**src/lsu_consts.svh**
```systemverilog
`ifndef LSU_CONSTS_SVH
`define LSU_CONSTS_SVH

// data and address width of the load/store path
`define XLEN 32

// sram depth in 32-bit words
`define MEM_WORDS 1024

// word index width, log2 of MEM_WORDS
`define MEM_AW 10

// byte lanes per word
`define LSU_LANES (`XLEN / 8)

`endif

```
**src/lsu_pkg.sv**
```systemverilog
package lsu_pkg;

   // memory operation from decode
   // loads first, then stores
   typedef enum logic [2:0] {
      op_lb,
      op_lh,
      op_lw,
      op_lbu,
      op_lhu,
      op_sb,
      op_sh,
      op_sw
   } mem_op_e;

   // load/store unit sequencing
   // st_ar and st_r are only visited by aligned loads
   typedef enum logic [1:0] {
      st_idle,
      st_ar,
      st_r,
      st_done
   } lsu_state_e;

endpackage

```
**src/load_store_unit.sv**
```systemverilog
`timescale 1ns/1ns
`include "lsu_consts.svh"

module load_store_unit
   import lsu_pkg::*;
(
   input  logic                    clk,
   input  logic                    rst,
   // request from decode
   input  logic                    req_valid,
   input  mem_op_e                 req_op,
   input  logic [`XLEN-1:0]        req_addr,
   input  logic [`XLEN-1:0]        req_wdata,
   output logic                    busy,
   output logic                    done,
   output logic                    fault,
   output logic [`XLEN-1:0]        load_data,
   // read address channel
   output logic [`XLEN-1:0]        araddr,
   output logic                    arvalid,
   input  logic                    arready,
   // read data channel
   input  logic                    rvalid,
   output logic                    rready,
   input  logic [`XLEN-1:0]        rdata,
   // write port
   output logic                    w_en,
   output logic [`XLEN-1:0]        waddr,
   output logic [`XLEN-1:0]        wdata,
   output logic [`LSU_LANES-1:0]   wmask
);

   lsu_state_e          state;
   lsu_state_e          state_nxt;

   mem_op_e             op_q;
   logic [`XLEN-1:0]    addr_q;
   logic [`XLEN-1:0]    wdata_q;
   logic                misalign_q;

   logic                accept;
   logic                req_store;
   logic                req_misalign;
   logic                store_q;
   logic [`XLEN-1:0]    word_addr;
   logic [7:0]          sel_byte;
   logic [15:0]         sel_half;
   logic [`XLEN-1:0]    ext_data;

   assign accept    = req_valid && !busy;
   assign req_store = req_op inside {op_sb, op_sh, op_sw};

   // halfwords on even addresses, words on multiples of four
   always_comb begin
      case (req_op)
         op_lh, op_lhu, op_sh: req_misalign = req_addr[0];
         op_lw, op_sw:         req_misalign = |req_addr[1:0];
         default:              req_misalign = 1'b0;
      endcase
   end

   always_ff @(posedge clk) begin
      if (accept) begin
         op_q    <= req_op;
         addr_q  <= req_addr;
         wdata_q <= req_wdata;
      end
   end

   always_ff @(posedge clk) begin
      if (rst) begin
         misalign_q <= 1'b0;
      end else if (accept) begin
         misalign_q <= req_misalign;
      end
   end

   always_ff @(posedge clk) begin
      if (rst) begin
         state <= st_idle;
      end else begin
         state <= state_nxt;
      end
   end

   // stores and faults finish one cycle after acceptance
   always_comb begin
      state_nxt = state;
      case (state)
         st_idle: begin
            if (accept) begin
               if (req_store || req_misalign) begin
                  state_nxt = st_done;
               end else begin
                  state_nxt = st_ar;
               end
            end
         end
         st_ar: begin
            if (arready) begin
               state_nxt = st_r;
            end
         end
         st_r: begin
            if (rvalid) begin
               state_nxt = st_done;
            end
         end
         st_done: state_nxt = st_idle;
         default: state_nxt = st_idle;
      endcase
   end

   assign busy  = (state != st_idle);
   assign done  = (state == st_done);
   assign fault = done && misalign_q;

   assign store_q   = op_q inside {op_sb, op_sh, op_sw};
   assign word_addr = {addr_q[`XLEN-1:2], 2'b00};

   // read channels
   assign araddr  = word_addr;
   assign arvalid = (state == st_ar);
   assign rready  = (state == st_r);

   // no write strobe on a fault
   assign w_en  = done && store_q && !misalign_q;
   assign waddr = word_addr;

   // replicate the value so every lane carries it
   always_comb begin
      case (op_q)
         op_sb: begin
            wdata = {(`LSU_LANES){wdata_q[7:0]}};
            wmask = `LSU_LANES'(1) << addr_q[1:0];
         end
         op_sh: begin
            wdata = {(`LSU_LANES/2){wdata_q[15:0]}};
            wmask = addr_q[1] ? 4'b1100 : 4'b0011;
         end
         default: begin
            wdata = wdata_q;
            wmask = '1;
         end
      endcase
   end

   // lane select from the returned word
   assign sel_byte = rdata[{addr_q[1:0], 3'b000} +: 8];
   assign sel_half = rdata[{addr_q[1], 4'b0000} +: 16];

   always_comb begin
      case (op_q)
         op_lb:   ext_data = {{(`XLEN-8){sel_byte[7]}}, sel_byte};
         op_lbu:  ext_data = {{(`XLEN-8){1'b0}}, sel_byte};
         op_lh:   ext_data = {{(`XLEN-16){sel_half[15]}}, sel_half};
         op_lhu:  ext_data = {{(`XLEN-16){1'b0}}, sel_half};
         default: ext_data = rdata;
      endcase
   end

   // held until the next load completes
   always_ff @(posedge clk) begin
      if (rvalid && rready) begin
         load_data <= ext_data;
      end
   end

   a_no_req_busy: assert property (
      @(posedge clk) disable iff (rst)
      busy |-> !req_valid
   ) else $error("load_store_unit: request issued while busy");

   a_ar_hold: assert property (
      @(posedge clk) disable iff (rst)
      arvalid && !arready |=> arvalid && $stable(araddr)
   ) else $error("load_store_unit: arvalid dropped before arready");

endmodule

```
**config.mk**
```make
export PLATFORM = sky130hd
export DESIGN_NAME = load_store_unit
export DESIGN_NICKNAME = d
export VERILOG_FILES = /design/src/lsu_pkg.sv /design/src/load_store_unit.sv
export VERILOG_INCLUDE_DIRS = /design/src
export SDC_FILE = /design/constraint.sdc
export NUM_CORES = 1
export LEC_CHECK = 0
export ABC_AREA = 1
export BUFFER_PORTS_ARGS = -buffer_cell sky130_fd_sc_hd__buf_2
export CORE_UTILIZATION = 40
export CTS_CLUSTER_DIAMETER = 60
export CTS_CLUSTER_SIZE = 30
export DETAILED_ROUTE_END_ITERATION = 10
export PLACE_DENSITY = 0.74
export SYNTH_ARGS = -nofsm -noshare
export SYNTH_HDL_FRONTEND = slang
export SYNTH_SLANG_ARGS = --single-unit
```
**constraint.sdc**
```tcl
create_clock -name clk -period 2.4 [get_ports clk]
set_clock_uncertainty 0.1 [all_clocks]
set_input_delay 0 -clock clk [delete_from_list [all_inputs] [get_ports clk]]
set_output_delay 0 -clock clk [all_outputs]
set_load 0.05 [all_outputs]
```
# Word-level counts from Yosys, hierarchy flattened
# Index checks and enable logic that the tools add are counted.
[word_totals]
in_bits = 104
latch_bits = 0
elab_cells = 54
ff_bits = 102
rom_bits = 0
mem_bits_rw = 0
memories = 0
output_inout_bits = 138
[classes]
muxes = 10
div_mod_pow = 0
n_lt_le_gt_ge = 0
n_mul = 0
eq_ne = 18
add_sub_neg = 0
shift = 3
bitwise_logic = 0
n_reduce_logical = 17
[ops]
columns = ["op", "n"]
rows = [
  ["32-bit one-hot mux with 4 select lines", 1],
  ["32-bit one-hot mux with 2 select lines", 1],
  ["32-bit by 6-bit indexed part select with 16-bit output", 1],
  ["32-bit by 6-bit indexed part select with 8-bit output", 1],
  ["3-bit equality test (second input constant)", 8],
  ["2-bit two-way mux", 4],
  ["2-bit one-hot mux with 4 select lines", 1],
  ["4-bit one-hot mux with 2 select lines", 1],
  ["3-bit by 1-bit equality test with 1-bit output (second input constant)", 2],
  ["3-bit by 2-bit equality test with 1-bit output (second input constant)", 2],
  ["3-bit nonzero test", 2],
  ["1-bit logical AND", 5],
  ["2-bit equality test (second input constant)", 2],
  ["4-bit two-way mux", 1],
  ["2-bit inequality test (second input constant)", 2],
  ["2-bit OR reduction", 2],
  ["1-bit by 2-bit << shifter with 4-bit output (first input constant)", 1],
  ["3-bit zero test", 1],
  ["3-bit AND reduction", 1],
  ["3-bit OR reduction", 1],
  ["2-bit by 1-bit equality test with 1-bit output (second input constant)", 1],
  ["1-bit zero test", 2],
  ["2-bit zero test", 1],
  ["2-bit by 1-bit inequality test with 1-bit output (second input constant)", 1],
  ["other kinds (3)", 3],
]

# Logic depth before layout (Yosys ltp)
[depth]
word_depth = 7
ltp_mapped = 7
ltp_nobuf = 7

# Least setup slack after synthesis
# No wires, ideal clock.
[synth_timing]
path_type = "register -> register"
start = "register state[0]"
end = "register misalign_q"
path_stages_with_launch = 8
setup_slack_ns = -0.148
synth_period_minus_slack_ns = 2.548
setup_time_ns = 0.124
t_required_ns = 2.176
arrival_ns = 2.324
path_buffers = 0
path_cell_list = "dfxtp_1 > inv_1 > ha_1 > nand2_1 > inv_1 > nand3_1 > o211ai_1 > inv_1"
[synth_between]
elab_chain_len = 3
[synth_rtl]
columns = ["item", "line", "text"]
rows = [
  ["start: declaration", "load_store_unit.sv:33", "lsu_state_e state;"],
  ["start signal: assignment", "load_store_unit.sv:80", "state <= st_idle;"],
  ["start signal: assignment", "load_store_unit.sv:82", "state <= state_nxt;"],
  ["2-bit nonzero test", "load_store_unit.sv:114", "assign busy = (state != st_idle);"],
  ["1-bit zero test", "load_store_unit.sv:50", "assign accept = req_valid && !busy;"],
  ["1-bit logical AND", "load_store_unit.sv:50", ""],
  ["named net accept", "load_store_unit.sv:41", "logic accept;"],
  ["end signal: assignment", "load_store_unit.sv:74", "misalign_q <= req_misalign;"],
  ["end: declaration", "load_store_unit.sv:39", "logic misalign_q;"],
]
# The timed path passes the listed nets, and every way through them passes these cells.
# A chain may end at the register's enable or synchronous reset.

# Final worst setup path
[layout_timing]
start = "register addr_q[1]"
end = "register load_data[6] (data pin)"
[layout_between]
elab_chain_len = 2
elab_cells_between_ends = 3
classes_between = "shift: 2; mux: 1"
[layout_rtl]
columns = ["item", "line", "text"]
rows = [
  ["start: declaration", "load_store_unit.sv:37", "logic [`XLEN-1:0] addr_q;"],
  ["start signal: assignment", "load_store_unit.sv:65", "addr_q <= req_addr;"],
  ["32-bit by 6-bit indexed part select with 16-bit output / 32-bit by 6-bit indexed part select with 8-bit output (equally long branches)", "load_store_unit.sv:150, load_store_unit.sv:149", ""],
  ["32-bit one-hot mux with 4 select lines (*)", "load_store_unit.sv:153", "case (op_q)"],
  ["named net ext_data[6]", "load_store_unit.sv:48", "logic [`XLEN-1:0] ext_data;"],
  ["end signal: assignment", "load_store_unit.sv:165", "load_data <= ext_data;"],
  ["end: declaration", "load_store_unit.sv:17", "output logic [`XLEN-1:0] load_data,"],
]
# Mark *: on every way through the listed nets, which the timed path passes. The rest lies on a longest branch.

==> flow_summary_export.csv <==
group,metric,value,unit
run_status,status,"finished, final reports clean",
grt,grt_antenna_before_repair,0,
grt,grt.overflow.total,0,
timing,worst_slew_pin_slew,0.680,ns
worst_setup_path,crit_start,"addr_q[1]$_DFFE_PP_",
power,max-vdd-ir-drop,645,uV
cts,numCtsBuffers,9,
floorplan,die_w,115,um
floorplan,rows,40,
power,p_int,4.01,mW
cts,path_clk_slew,0.07,ns
synthesis,ys_seq_area_share,59.6,%
cts,htreeDepth,3,
timing,slew_headroom,54.5,%
route,vias,4701,
power,powerDensity,1020,mW/mm^2
timing,rsz0062_at_grt,"false",
synthesis,avgSynthCellArea,10.5,um^2
route,firstDrtPassIters,6,
route,postRouteAntennaNets,0,
route,wire_per_inst,16.4,um
finish,nets,875,
synthesis,synthCells,484,
timing,max_freq,438,MHz
grt,grt_start_max_net_pins,44,
worst_setup_path,crit_fanout,9,
worst_setup_path,crit_type,"reg -> reg",
min_path,hp-class,"in -> reg",
floorplan,ios,242,
timing,fin_crit_sh,95.1,%
power,p_clk_share,17.9,%
min_path,min-delay-start,"req_valid",
worst_setup_path,max_stage_delay,0.58,ns
worst_setup_path,reg2reg_from,"addr_q[1]$_DFFE_PP_",
route,drc,0,
finish,num-fill-cells,1012,
worst_setup_path,crit_required,2.39,ns
synthesis,yosysWarnings,0,
timing,setup_viol,0,
power,p_switching,3.49,mW
worst_setup_path,crit_path_start_kind,"register",
synthesis,ys_ff_latch,102,
floorplan,die_area,0.0132,mm^2
cts,cts_buffer_depth,2,
run,maxCapViolCount,0,
timing,tns,0,ns
grt,grt_pass1_vias,4546,
synthesis,synthDistinctLibCells,25,
timing,holdWs,0.0154,ns
floorplan,start_util,41.7,%
placed_design,dp_hpwl,9890,um
worst_setup_path,slowest_stage,"dlygate4sd3_1",
worst_setup_path,cpMostUsedCell,"nand2_1",
finish,drive_above_1_share,36.6,%
placed_design,io_buffers,237,
worst_setup_path,crit_arrival,2.28,ns
floorplan,die_h,115,um
grt,grtUsageTotal,23.6,%
placed_design,gp_congestion,0.958,
timing,period_needed,2.28,ns
floorplan,fp.coreArea,0.0122,mm^2
worst_setup_path,path_cells,"nand2_1, nor2_1, a21oi_1, nand2_1, nand2_1, nand3_1, dlygate4sd3_1",
grt,grt_pass1_wl,23500,um
cts,clock_latency,0.34,ns
synthesis,synth_area,0.00509,mm^2
cts,clock-sinks,102,
power,netSwitchingFraction,46.5,%
timing,finalHoldViolations,0,
route,wirelength,15400,um
power,combinationalPowerShare,47.3,%
cts,clock-root-buffer,"clkbuf_16",
power,seqPwrFrac,34.9,%
timing,slew_viol_final,0,
finish,area_delta_synth_final,44.0,%
power,p_leak,3.37,nW
route,drt_iter0_markers,514,
cts,cts_tree,"built",
route,vias_per_cell,5.00,
worst_setup_path,crit_path_end_kind,"register",
per-layer routing:
metal  GRT usage, %  vias up  part of all wire [%]
li1               -     2152                     -
met2           38.3      324                    48
met4           14.5        0                   5.3
met3           6.91       85                   8.9
met1           27.9     2140                    38
met5              0        -                     0
final cells by class:
cell class | instances | area (um^2) | area share, %
multi-input combinational | 259 | 1320 | 18.0
inverter | 40 | 154 | 2.10
clock buffer | 10 | 229 | 3.12
antenna | 1 | 2.50 | 0.0341
timing repair buffer | 354 | 2350 | 32.0
sequential | 102 | 3030 | 41.4
tap | 168 | 210 | 2.87
clock inverter | 6 | 38.8 | 0.529
power by group through the flow:
stage                     Combinational [mW]  Sequential (mW)  Clock (mW)
after floorplan                         2.52             2.88           0
after global placement                  3.27             2.63           0
after detailed placement                3.31             2.65           0
after CTS                               3.51             2.61        1.38
after global routing                    3.72             2.65        1.43
final                                   3.54             2.62        1.34
kinds of logic after synthesis:
group | Yosys count | synth area share (%)
simple gates | 194 | 17.0
buf+inv | 126 | 15.0
flops | 102 | 59.6
compound gates | 56 | 7.10
fa+ha+maj | 5 | 1.23
other cells | 1 | 0.0736
sequential cells by signal, indices dropped and copies added (netlist names):
register and cells:
wdata_q 32, op_q 3, misalign_q 1, load_data 32, addr_q 32, state 2
cell usage in the layout (no fill, tap or decap), types with 2 or more instances in the layout:
cell,count
a21oi_1,9
a22oi_1,7
buf_2,237
buf_4,8
clkbuf_16,9
clkinv_2,2
clkinv_4,2
clkinvlp_4,2
conb_1,4
dfxtp_1,3
dlygate4sd3_1,108
edfxtp_1,99
ha_1,5
inv_1,36
inv_2,3
nand2_1,104
nand2_2,2
nand3_1,56
nand4_1,3
nor2_1,13
nor2_4,2
nor3_1,2
o211ai_1,24
o21ai_0,13
o21ai_2,2
or2_2,9
worst max-delay path: cells and delay by family, from the launching register on:
kind	cells	cell delay, ns
flip-flops	1	0.53
AND/OR/NAND/NOR	5	0.63
AO/OA/AOI/OAI	1	0.19
buffers and inverters	1	0.58
synthesized netlist by cell type:
master    number  area share, %
or2_2          9            1.1
inv_1         37            2.7
conb_1         1          0.074
ha_1           5            1.2
o21ai_0       13            1.3
nor3_1         2           0.20
nand2_2        2           0.25
clkbuf_1       1          0.074
dfxtp_1        3            1.2
o211ai_1      24            3.5
nand4_1        3           0.37
nand2_1      104            7.7
o21ai_1        1          0.098
nor2_1        14            1.0
o21ai_2        1           0.17
inv_2          3           0.22
nor3_4         1           0.32
buf_4         74             11
buf_2         11            1.1
nor2_4         2           0.44
nand3_1       56            5.5
a21oi_1       10           0.98
edfxtp_1      99             58
nand3b_1       1           0.15
a22oi_1        7            1.0
path summary, 6_finish.rpt:
path / end / slack [ns] / cells past startpoint
setup / recovery: load_data[6]$_DFFE_PP_ / 0.12 / 7
setup reg to reg: load_data[6]$_DFFE_PP_ / 0.12 / 7
hold reg to reg: misalign_q$_SDFFE_PP0P_ / 0.49 / 2
hold / removal: state[0]$_SDFFE_PP0P_ / 0.02 / 6
metrics by stage:
step	power [mW]	cells	utilization, %	cell area [um^2]	worst slack, ns
floorplan	5.40	487	-	5110	0.106
global placement	5.90	815	48.9	5970	0.481
detailed placement	5.95	815	48.9	5970	0.393
CTS	7.49	939	60.0	7320	0.0384
global route	7.80	939	60.0	7330	0.0288
finish	7.50	940	60.0	7330	0.118
repair_timing:
action	in CTS	in global routing
buffers inserted	0	0
hold endpoints to repair	102	0
hold buffers	108	0
endpoints found under the setup margin	0	6
resized for setup	0	2
(Power assumes the default switching activity.)
